`src/hw/useq_consts.svh`:
```
// microsequencer constants
// field widths, control store depth, host register map
`ifndef USEQ_CONSTS_SVH
`define USEQ_CONSTS_SVH

// microcode field widths
`define USEQ_UPC_W        4
`define USEQ_OP_W         3
`define USEQ_IDX_W        2
`define USEQ_UADDR_W      12
`define USEQ_UCTL_W       24
`define USEQ_REG_W        5
`define USEQ_COND_W       5
`define USEQ_ACT_W        4
`define USEQ_FETCH_STEPS  2     // microsteps 0 and 1 are instruction fetch
`define USEQ_CS_DEPTH     4096  // one word per micro-address

// host bus
`define USEQ_AXI_AW       8
`define USEQ_AXI_DW       32

// register byte offsets
`define USEQ_R_CTRL       8'h00
`define USEQ_R_LDPTR      8'h04
`define USEQ_R_LDDATA     8'h08
`define USEQ_R_STATUS     8'h0C
`define USEQ_R_UADDR      8'h10
`define USEQ_R_UCTL       8'h14

`endif

```
`src/hw/ubus_pkg.sv`:
```
// host bus types
// axi4-lite address, data, response and register index
`include "useq_consts.svh"

package ubus_pkg;

   typedef logic [`USEQ_AXI_AW-1:0] axi_addr_t;
   typedef logic [`USEQ_AXI_DW-1:0] axi_data_t;
   typedef logic [1:0]              axi_resp_t;

   localparam axi_resp_t RESP_OKAY = 2'b00;  // only response ever returned

   // decoded register select
   typedef enum logic [2:0] {
      REG_CTRL    = 3'd0,
      REG_LDPTR   = 3'd1,
      REG_LDDATA  = 3'd2,
      REG_STATUS  = 3'd3,
      REG_UADDR   = 3'd4,
      REG_UCTL    = 3'd5,
      REG_INVALID = 3'd7
   } reg_idx_t;

endpackage

```
`src/hw/useq_pkg.sv`:
```
// microcode types
// upc, micro-address, control word and its field vectors
`include "useq_consts.svh"

package useq_pkg;

   //////////////////////////////////////////////////
   // sequencer state
   //////////////////////////////////////////////////

   typedef logic [`USEQ_UPC_W-1:0]   upc_t;     // micro-program counter
   typedef logic [`USEQ_UADDR_W-1:0] uaddr_t;   // control store index

   // micro-address, high to low:
   //   11     rst_hold
   //   10     irq_ack
   //   9..7   opcode
   //   6      cond_in
   //   5..4   idx
   //   3..0   upc

   //////////////////////////////////////////////////
   // control word
   //////////////////////////////////////////////////

   typedef logic [`USEQ_UCTL_W-1:0]  ucontrol_t;

   // control word, high to low:
   //   23     end, clears the upc
   //   22     wen
   //   21     rd
   //   20     io
   //   19     mem
   //   18..15 action
   //   14..10 cond
   //   9..5   waddr
   //   4..0   raddr

   // field vectors
   typedef logic [`USEQ_REG_W-1:0]   ureg_t;    // register file address
   typedef logic [`USEQ_ACT_W-1:0]   action_t;  // alu action code
   typedef logic [`USEQ_OP_W-1:0]    opcode_t;  // narrowed instruction field

endpackage

```
`src/hw/useq_regs.sv`:
```
// axi4-lite register block for the sequencer
// ctrl, load pointer, load data, status, live uaddr and ucontrol
`timescale 1ns/1ps
`include "useq_consts.svh"

module useq_regs (
   input  logic                  clk4,
   input  logic                  reset,
   // write address
   input  ubus_pkg::axi_addr_t   awaddr,
   input  logic                  awvalid,
   output logic                  awready,
   // write data
   input  ubus_pkg::axi_data_t   wdata,
   input  logic [3:0]            wstrb,
   input  logic                  wvalid,
   output logic                  wready,
   // write response
   output ubus_pkg::axi_resp_t   bresp,
   output logic                  bvalid,
   input  logic                  bready,
   // read address
   input  ubus_pkg::axi_addr_t   araddr,
   input  logic                  arvalid,
   output logic                  arready,
   // read data
   output ubus_pkg::axi_data_t   rdata,
   output ubus_pkg::axi_resp_t   rresp,
   output logic                  rvalid,
   input  logic                  rready,
   // sequencer side
   output logic                  halt,
   output logic                  rst_hold,
   output logic                  cs_we,
   output useq_pkg::uaddr_t      cs_waddr,
   output useq_pkg::ucontrol_t   cs_wdata,
   input  useq_pkg::upc_t        upc,
   input  logic                  fetch,
   input  useq_pkg::uaddr_t      uaddr,
   input  useq_pkg::ucontrol_t   ucontrol
);

   logic                wr_take, rd_take;
   ubus_pkg::reg_idx_t  wr_idx, rd_idx;
   useq_pkg::uaddr_t    ld_ptr;       // next store word to load
   ubus_pkg::axi_data_t rd_mux;

   function automatic ubus_pkg::reg_idx_t decode(input ubus_pkg::axi_addr_t a);
      case (a)
         `USEQ_R_CTRL:   decode = ubus_pkg::REG_CTRL;
         `USEQ_R_LDPTR:  decode = ubus_pkg::REG_LDPTR;
         `USEQ_R_LDDATA: decode = ubus_pkg::REG_LDDATA;
         `USEQ_R_STATUS: decode = ubus_pkg::REG_STATUS;
         `USEQ_R_UADDR:  decode = ubus_pkg::REG_UADDR;
         `USEQ_R_UCTL:   decode = ubus_pkg::REG_UCTL;
         default:        decode = ubus_pkg::REG_INVALID;
      endcase
   endfunction

   assign wr_idx = decode(awaddr);
   assign rd_idx = decode(araddr);

   //////////////////////////////////////////////////
   // write channel
   //////////////////////////////////////////////////

   assign wr_take = awvalid && wvalid && !bvalid;  // both halves together
   assign awready = wr_take;
   assign wready  = wr_take;
   assign bresp   = ubus_pkg::RESP_OKAY;

   always_ff @(posedge clk4) begin
      if (reset) begin
         bvalid   <= 1'b0;
         halt     <= 1'b1;                 // come up stopped and held
         rst_hold <= 1'b1;
         ld_ptr   <= '0;
      end else begin
         if (wr_take) begin
            bvalid <= 1'b1;
         end else if (bready) begin
            bvalid <= 1'b0;
         end
         if (wr_take && wr_idx == ubus_pkg::REG_CTRL && wstrb[0]) begin
            {rst_hold, halt} <= wdata[1:0];
         end
         if (wr_take && wr_idx == ubus_pkg::REG_LDPTR) begin
            if (wstrb[0]) ld_ptr[7:0]  <= wdata[7:0];
            if (wstrb[1]) ld_ptr[11:8] <= wdata[11:8];
         end else if (cs_we) begin
            ld_ptr <= ld_ptr + 1'b1;       // auto-increment after each word
         end
      end
   end

   // store load straight from the handshake cycle, whole word always
   assign cs_we    = wr_take && (wr_idx == ubus_pkg::REG_LDDATA);
   assign cs_waddr = ld_ptr;
   assign cs_wdata = wdata[`USEQ_UCTL_W-1:0];

   //////////////////////////////////////////////////
   // read channel
   //////////////////////////////////////////////////

   assign rd_take = arvalid && !rvalid;
   assign arready = rd_take;
   assign rresp   = ubus_pkg::RESP_OKAY;

   always_comb begin
      case (rd_idx)
         ubus_pkg::REG_CTRL:   rd_mux = {30'b0, rst_hold, halt};
         ubus_pkg::REG_LDPTR:  rd_mux = ubus_pkg::axi_data_t'(ld_ptr);
         ubus_pkg::REG_STATUS: rd_mux = {22'b0, rst_hold, halt, 3'b0, fetch, upc};
         ubus_pkg::REG_UADDR:  rd_mux = ubus_pkg::axi_data_t'(uaddr);     // live
         ubus_pkg::REG_UCTL:   rd_mux = ubus_pkg::axi_data_t'(ucontrol);  // live
         default:              rd_mux = '0;  // ldata is write only
      endcase
   end

   always_ff @(posedge clk4) begin
      if (reset) begin
         rvalid <= 1'b0;
      end else if (rd_take) begin
         rvalid <= 1'b1;
      end else if (rready) begin
         rvalid <= 1'b0;
      end
   end

   always_ff @(posedge clk4) begin
      if (rd_take) begin
         rdata <= rd_mux;                  // sampled at acceptance
      end
   end

   // response held under back-pressure
   a_bvalid_hold : assert property (@(posedge clk4) disable iff (reset)
      (bvalid && !bready) |=> bvalid)
      else $error("bvalid dropped before bready");

endmodule

```
`config.mk`:
```
export PLATFORM = sky130hd
export DESIGN_NAME = useq_regs
export DESIGN_NICKNAME = d
export VERILOG_FILES = /design/src/hw/ubus_pkg.sv /design/src/hw/useq_pkg.sv /design/src/hw/useq_regs.sv
export VERILOG_INCLUDE_DIRS = /design/src /design/src/hw
export SDC_FILE = /design/constraint.sdc
export NUM_CORES = 1
export LEC_CHECK = 0
export BUFFER_PORTS_ARGS = -buffer_cell sky130_fd_sc_hd__buf_2
export CAP_MARGIN = 20
export CELL_PAD_IN_SITES_DETAIL_PLACEMENT = 0
export CELL_PAD_IN_SITES_GLOBAL_PLACEMENT = 1
export CORE_AREA = 4 4 94 96
export CTS_BUF_LIST = sky130_fd_sc_hd__clkbuf_4
export DETAILED_ROUTE_END_ITERATION = 16
export DIE_AREA = 0 0 98 100
export PLACE_DENSITY = 0.83
export SYNTH_ARGS = -nofsm -noshare
export SYNTH_HDL_FRONTEND = slang
export SYNTH_SLANG_ARGS = --single-unit
```
`constraint.sdc`:
```
create_clock -name clk4 -period 3.3 [get_ports clk4]
set_input_delay 0.165 -clock clk4 [delete_from_list [all_inputs] [get_ports clk4]]
set_output_delay 0.165 -clock clk4 [all_outputs]
set_load 0.01 [all_outputs]
```
* Yosys cells after proc, flatten, opt, wreduce, memory -nomap -nowiden
Cells that the tools add are included.
Operators by class: $add $sub $neg 1, equal/unequal tests 18, mux-type cells 11, reductions and logical operators 18
Operator list (count):
- $pmux W24 S5 | 1
- $pmux W3 S6 | 2
- $eq A8 B4 Y1 const B | 4
- $eq A8 B5 Y1 const B | 4
- $mux W12 | 2
- $eq A8 B3 Y1 const B | 2
- $logic_not A8 Y1 | 2
- $add A12 B1 Y12 const B | 1
- $mux W8 | 1
- $logic_and A1 B1 Y1 | 7
- $eq A3 B1 Y1 const B | 2
- $eq A3 B2 Y1 const B | 2
- $eq A3 B3 Y1 const B | 2
- $logic_not A3 Y1 | 2
- $reduce_bool A2 Y1 | 3
- $mux W1 | 4
- $mux W4 | 1
- $ne A2 B2 Y1 const B | 2
- $reduce_and A2 Y1 | 2
- $logic_not A1 Y1 | 2
Word-level totals: register bits after elaboration 48, word-level logic and storage cells 55

* Longest topological paths before layout
Gate-level depths: netlist of the first run.
depth in word-level cells 6, gate-level depth with buffers 7, mapped depth without buffers 6

* Worst setup path before layout of the first run
Ideal clock, no wire load.
path type register to register, start register rvalid, end register rdata[0], enable pin, data arrival time 1.588 ns, setup slack 1.298 ns, cell stages (with the launch flop) 2, period minus slack after synthesis 2.002 ns, cell sequence dfxtp_1 nor2b_1
Between the ends: longest elaborated chain between the ends 2
RTL lines:
- start: declaration | line useq_regs.sv:29 | output logic rvalid,
- start signal: assignment | line useq_regs.sv:122 | rvalid <= 1'b0;
- start signal: assignment | line useq_regs.sv:124 | rvalid <= 1'b1;
- start signal: assignment | line useq_regs.sv:126 | rvalid <= 1'b0;
- $logic_not A1 Y1 | line useq_regs.sv:105 | assign rd_take = arvalid && !rvalid;
- $logic_and A1 B1 Y1 | line useq_regs.sv:105
- named net arready | line useq_regs.sv:25 | output logic arready,
- end signal: assignment | line useq_regs.sv:132 | rdata <= rd_mux;
- end: declaration | line useq_regs.sv:27 | output ubus_pkg::axi_data_t rdata,
The timed path passes the listed nets, and every way through them passes these cells. A chain may end at the register's enable or synchronous reset.

* Final worst setup path of the first run
start input port araddr[7], end register rdata[0], data pin
Between the ends: longest elaborated chain between the ends 4
RTL lines:
- start: declaration | line useq_regs.sv:23 | input ubus_pkg::axi_addr_t araddr,
- $eq A8 B5 Y1 (tied with other cells) | line useq_regs.sv:49 | case (a)
- $pmux W3 S6 * | line useq_regs.sv:49
- $eq A3 B3 Y1 (tied with other cells) | line useq_regs.sv:110 | case (rd_idx)
- $pmux W24 S5 * | line useq_regs.sv:110
- named net rd_mux[0] | line useq_regs.sv:46 | ubus_pkg::axi_data_t rd_mux;
The timed path passes the listed nets; every way through them passes the cells marked *.

==> results of run 1 <==
-- final timing paths --
kind	end	slack, ns	depth (start not counted)
worst max-delay path	rdata[0]	1.24	6
worst min-delay path	rst_hold	0.07	2
worst max register to register	cs_waddr[6]	1.26	4
worst min register to register	bvalid	0.52	2
-- placed cells by master, fill, tap and decap left out, types with 4 or more instances in the layout --
| master | n |
|---|---|
| buf_2 | 133 |
| and2_1 | 13 |
| o21ai_0 | 13 |
| nand2_1 | 8 |
| nand2b_1 | 4 |
| nor2_1 | 15 |
| conb_1 | 12 |
| dfxtp_1 | 16 |
| nand3_1 | 8 |
| nor2b_1 | 5 |
| edfxtp_1 | 24 |
| clkbuf_4 | 6 |
| a222oi_1 | 5 |
| inv_1 | 11 |
| a21oi_1 | 14 |
| a22oi_1 | 8 |
| a221o_1 | 5 |
| nor3b_1 | 4 |
| nor4_1 | 4 |
| nor3_1 | 4 |
| nand3b_1 | 5 |
-- report_power, final --
group / total (mW) / internal, mW / switching, mW
clock: 0.410 / 0.245 / 0.165
sequential: 0.550 / 0.545 / 0.00518
combinational: 0.146 / 0.0653 / 0.0806
-- metal layers --
metal  part of all wire (%)  up-vias  routed length [µm]  global-route usage [%]
met3                    9.9        6                 736                    4.38
met2                     47      124                3520                    25.7
li1                       -     1113                   -                       -
met5                      0        -                   0                       0
met4                   0.56        0                  42                    2.77
met1                     42     1052                3160                    19.2
-- kinds of logic (layout without fill, tap and decap cells) --
| family | after synthesis | after routing |
|---|---|---|
| multiplexers | 3 | 3 |
| buffers and inverters | 57 | 155 |
| adder cells (fa/ha/maj) | 1 | 1 |
| flip-flops | 40 | 40 |
| other | 1 | 12 |
| AND/OR/NAND/NOR | 91 | 91 |
| AO/OA/AOI/OAI | 61 | 61 |
-- layout make-up --
| cell class | count | area, µm² | share of cell area [%] |
|---|---|---|---|
| Inverter | 11 | 41.3 | 1.31 |
| Tap cell | 105 | 131 | 4.17 |
| Sequential cell | 40 | 1040 | 33.1 |
| Clock buffer | 6 | 45.0 | 1.43 |
| Clock inverter | 2 | 60.1 | 1.91 |
| Timing Repair Buffer | 136 | 691 | 21.9 |
| Multi-Input combinational cell | 168 | 1140 | 36.1 |
-- what timing repair did --
item / in CTS / in global routing
hold buffers: 1 / 0
hold endpoints to repair: 1 / 0
setup buffers: 0 / 0
-- flip-flops by register name, indices dropped and copies added (netlist names) --
name and count:
rdata 24, cs_waddr 12, bvalid 1, halt 1, rst_hold 1, rvalid 1
-- through the flow --
step | cells | util, % | area, µm²
6_report | 468 | 39.1 | 3150
5_1_grt | 468 | 39.1 | 3150
4_1_cts | 468 | 39.1 | 3150
3_5_place_dp | 459 | 37.7 | 3030
3_3_place_gp | 459 | 37.7 | 3030
2_1_floorplan | 265 | - | 2560
-- worst register-to-register path, delay by kind of cell (launching register included) --
| kind | cells | cell delay (ns) |
|---|---|---|
| AO/OA/AOI/OAI | 3 | 1.17 |
| flip-flops | 1 | 0.35 |
| AND/OR/NAND/NOR | 1 | 0.44 |
==> impl_results.md, run 1 <==
- Status: finished, final reports clean
- TritonRoute pass-1 iters: 5
- # clock sinks: 40
- Max-cap violation count: 0
- Worst Path Required: 3.51 ns
- Hold_ws: roughly 0.072 ns
- Largest family of logic cells by synthesized area: simple AND/OR/NAND/NOR gates
- Final setup vio count: 0
- Die span in y: 100 µm
- Dpl hpwl: 6110 µm
- CP startpoint kind: input port
- Congestion Overflow GR: 0
- Setup TNS Final: 0 ns
- Cell Rows: 33
- Adder-Cell Fraction of Synth Area: 0.496%
- Period Utilization, post-route: between 60% and 70%
- Skew final: 0.00678 ns
- Initial antenna violation count: 0
- Power density over cell area: around 350 nW/µm²
- Fin. max-slew vios: 0
- Buf/Inv on CP: 1
- Cells after Synth: 254
- Compound-gate portion of the synthesized area: about a fifth
- FF-to-FF Start: bvalid
- Crit-path cells: buf_2 > or4_4 > or3b_1 > nor3_2 > a22oi_1 > nand2_1
- Synth Flop Type: edfxtp_1
- Crit Path Class: in -> reg
- Vias in the first global route: 2280
- Synth Area in XOR/XNOR: 0%
- Post-synthesis mux area share: 1.24%
- Initial Util: 31.3%
- Total die area: 9800 µm²
- Final nets: 463
- Min Tclk post-route: 2.06 ns
- Leak Pwr: approximately 1.4 nW
- Yosys warning total: 0
- Highest ir drop seen on vdd: 173 µV
- Mapped Area: around 2500 µm²
- Share of post-route cells with drive strength above 1: 44.9%
- Via density: 4.90
- DR iter-0 viols: 57
- Hold path start: wdata[1]
- Synth area leader: edfxtp_1
- Wire per inst: 15.9 µm
- GPL Wtd Cong: a little under 0.8
- I/O Buffers: 133
- Top cell type's share of synthesized area: 28.6%
- Worst-case clock buffer depth: 2
- Post-synthesis sequential area ratio: 41.2%
- Post-synth EDFFs: 24
- Worst-path clk slew: 0.13 ns
- CTS tree: built
- Most frequent cells after synthesis: buf_4 (40), edfxtp_1 (24), dfxtp_1 (16)
- Crit path DAT: between 2 and 2.5 ns
- All-Layer GR Usage: 15.0%
- Mapped Avg Cell Area: between 9 and 10 µm²
- Root Driver: clkbuf_4
- Fill count: 839
- DR DRC count: 0
- Top cells by area, synth: edfxtp_1 (29%), dfxtp_1 (13%), buf_4 (12%), and2_1 (3.2%), a21oi_1 (2.8%)
- RSZ-0062 raised after global routing: false
- Max FO, Critical Path: 12
- Total power draw: around 1.1 mW
- Io pins: 180
- Worst-margin pin slew: 0.924 ns
- TritonCTS Buffers: 5
- Max incr delay on CP: between 0.6 and 0.7 ns
- Core area: 8050 µm²
- DP Worst Slack: 0.875 ns
- Crit end category: flop
- Total wire length: 7460 µm
- Family with the most delay on the worst path: simple AND/OR/NAND/NOR gates
- Fmax: between 400 and 500 MHz
- Max stage delay cell, worst path: nor3_2
- N_diodes: 0
- Post-route setup slack: 1.24 ns
- First-pass GRT wire length: 11800 µm
- H-tree levels: 2
- HP Class: in -> reg
- Worst setup path startpoint: araddr[7]
- DRT antenna net count: 0
- Ys async rst share: 0%
- Die X: 98 µm
- FF+latch count, synth: 40
- Largest net degree at the start of global routing: 26
- Synth Area in Simple Gates: between 20% and 30%
- Library cells used by synthesis: 53
- Via count: 2295
- Final Hold Fails: 0
- Cell with the most instances after synthesis: buf_4
- Slew Limit Headroom: ~38%
- Worst-skew pair later-pin latency: 0.34 ns
- Area Overhead vs Synth: 24.7%
- CTS resizes: 0
No activity file was read; power rests on OpenSTA's default activity.
==> run 2: changes to the inputs <==
--- a/config.mk
+++ b/config.mk
@@ -10,11 +10,11 @@
 export CAP_MARGIN = 20
 export CELL_PAD_IN_SITES_DETAIL_PLACEMENT = 0
 export CELL_PAD_IN_SITES_GLOBAL_PLACEMENT = 1
-export CORE_AREA = 4 4 94 96
+export CORE_AREA = 4 4 97 99
 export CTS_BUF_LIST = sky130_fd_sc_hd__clkbuf_4
 export DETAILED_ROUTE_END_ITERATION = 16
-export DIE_AREA = 0 0 98 100
-export PLACE_DENSITY = 0.83
+export DIE_AREA = 0 0 101 103
+export PLACE_DENSITY = 0.78
 export SYNTH_ARGS = -nofsm -noshare
 export SYNTH_HDL_FRONTEND = slang
 export SYNTH_SLANG_ARGS = --single-unit
==> constraint.sdc (replaced) <==
create_clock -name clk4 -period 2.1 [get_ports clk4]
set_input_delay 0.105 -clock clk4 [delete_from_list [all_inputs] [get_ports clk4]]
set_output_delay 0.105 -clock clk4 [all_outputs]
set_load 0.01 [all_outputs]
==> impl_results.md, run 2 (synthesis results as in run 1) <==
- Most flops, register: rdata
- Crit Path Class: reg -> reg
- Worst Path Required: 2.32 ns
- Hold path cells: 2
- Initial Util: 29.5%
- Total wire length: 7720 µm
- Power density over cell area: 464 nW/µm²
- DR iter-0 viols: 86
- R2R setup slack: approximately 0.32 ns
- Min Tclk post-route: 1.78 ns
- Most frequent cells in the layout: buf_2 (133), edfxtp_1 (24), dfxtp_1 (16), nor2_1 (15), a21oi_1 (14)
- Worst-path clk slew: about 0.12 ns
- Fill count: 908
- All-Layer GR Usage: around 14%
- Status: finished, final reports clean
- FF-to-FF Start: cs_waddr[1]
- Fin. max-slew vios: 0
- Root Driver: clkbuf_4
- Final nets: 475
- TritonRoute pass-1 iters: 4
- HP Class: in -> reg
- Total area of sequential cells: approximately 1000 µm²
- Hold_ws: 0.0255 ns
- I/O Buffers: 133
- N_diodes: 0
- Worst-case clock buffer depth: 2
- Setup TNS Final: 0 ns
- H-tree levels: 2
- Max-cap violation count: 0
- Initial antenna violation count: 0
- Cell Rows: 34
- Max reg flops: 24
- TritonCTS Buffers: 5
- Total die area: 10400 µm²
- Final setup vio count: 0
- Core area: ~8600 µm²
- Die X: 101 µm
- Worst-skew pair later-pin latency: 0.34 ns
- Skew final: 0.0153 ns
- Final Hold Fails: 0
- Final Instance Area: 3190 µm²
- Non-filler cells, final: ~480
- Die span in y: 103 µm
- R2R Path End: cs_waddr[9]
- Hold path start: wdata[0]
- Crit path DAT: 2.00 ns
- Max FO, Critical Path: 6
- Period Utilization, post-route: 85.0%
- Via count: 2365
- Placed cell count: approximately 470
- Leak Pwr: 1.39 nW
- Crit end category: flop
- Congestion Overflow GR: 0
- Area Overhead vs Synth: 26.4%
- Io pins: 180
- Highest ir drop seen on vdd: 224 µV
- Total power draw: 1.48 mW
- Commonest non-fill, non-tap cell in the layout: buf_2
- Share of post-route cells with drive strength above 1: 46.0%
- DRT antenna net count: 0
- Multi-input logic area: 1140 µm²
- DP Area: 3110 µm²
- Via density: 4.91
- GPL Wtd Cong: 0.756
- # clock sinks: 40
- Fmax: 560 MHz
- CP startpoint kind: flop
- CTS tree: built
- Post-CTS Repair Setup Buffers: 0
- Vias in the first global route: 2204
- Worst hold endpoint: halt
- Reg2Reg Depth: 5
- DR DRC count: 0
- Dpl hpwl: 6200 µm
- Wire per inst: about 16 µm
- RSZ-0062 raised after global routing: false
- First-pass GRT wire length: 11300 µm
- Largest net degree at the start of global routing: 26
==> run 2: routing by layer <==
metal | wire length [µm] | share of wire [%] | vias up | track usage, %
li1 | - | - | 1136 | -
met1 | 3300 | 43 | 1096 | 18.3
met2 | 3470 | 45 | 127 | 23.2
met3 | 869 | 11 | 6 | 3.92
met4 | 71 | 0.92 | 0 | 3.27
met5 | 0 | 0 | - | 0
==> run 2: area by class of cell <==
class / count / area share (%)
Clock buffer: 6 / 1.41
Clock inverter: 1 / 0.157
Inverter: 11 / 1.29
Multi-Input combinational cell: 168 / 35.6
Sequential cell: 40 / 32.6
Tap cell: 108 / 4.24
Timing Repair Buffer: 148 / 24.6
==> run 2: worst max-delay path by stage <==
stage,from,endpoint,cells after the start
2_1_floorplan,rvalid,rdata[0],1
3_5_place_dp,araddr[7],rdata[5],6
3_3_place_gp,araddr[7],rdata[1],6
6_report,cs_waddr[1],cs_waddr[9],5
4_1_cts,cs_waddr[1],cs_waddr[9],5
5_1_grt,cs_waddr[1],cs_waddr[10],6
==> run 2: what timing repair did <==
| action | in CTS | in global routing |
|---|---|---|
| setup endpoints to repair | 0 | 0 |
| resized for setup | 0 | 0 |
| endpoints found under the hold margin | 2 | 1 |
| hold buffers | 2 | 1 |
==> run 2: report_power, final <==
group | total (mW) | leakage [nW] | switching [mW] | internal (mW)
registers | 0.865 | 0.367 | 0.00843 | 0.857
logic | 0.235 | 0.995 | 0.129 | 0.107
clock network | 0.379 | 0.0315 | 0.242 | 0.137
total | 1.48 | 1.39 | 0.379 | 1.10
==> run 2: metrics by stage <==
| step | worst slack [ns] | util, % |
|---|---|---|
| after floorplan | 0.0983 | - |
| after global placement | 0.200 | 36.4 |
| after detailed placement | 0.165 | 36.4 |
| after CTS | 0.274 | 37.2 |
| after global routing | 0.0533 | 37.3 |
| final | 0.315 | 37.3 |
==> run 2: critical path, stage by stage, from the launching register on <==
cell	delay, ns
dfxtp_1	0.50
and4_1	0.30
nand3_1	0.19
or3_2	0.49
o21ai_1	0.11
a211oi_2	0.08
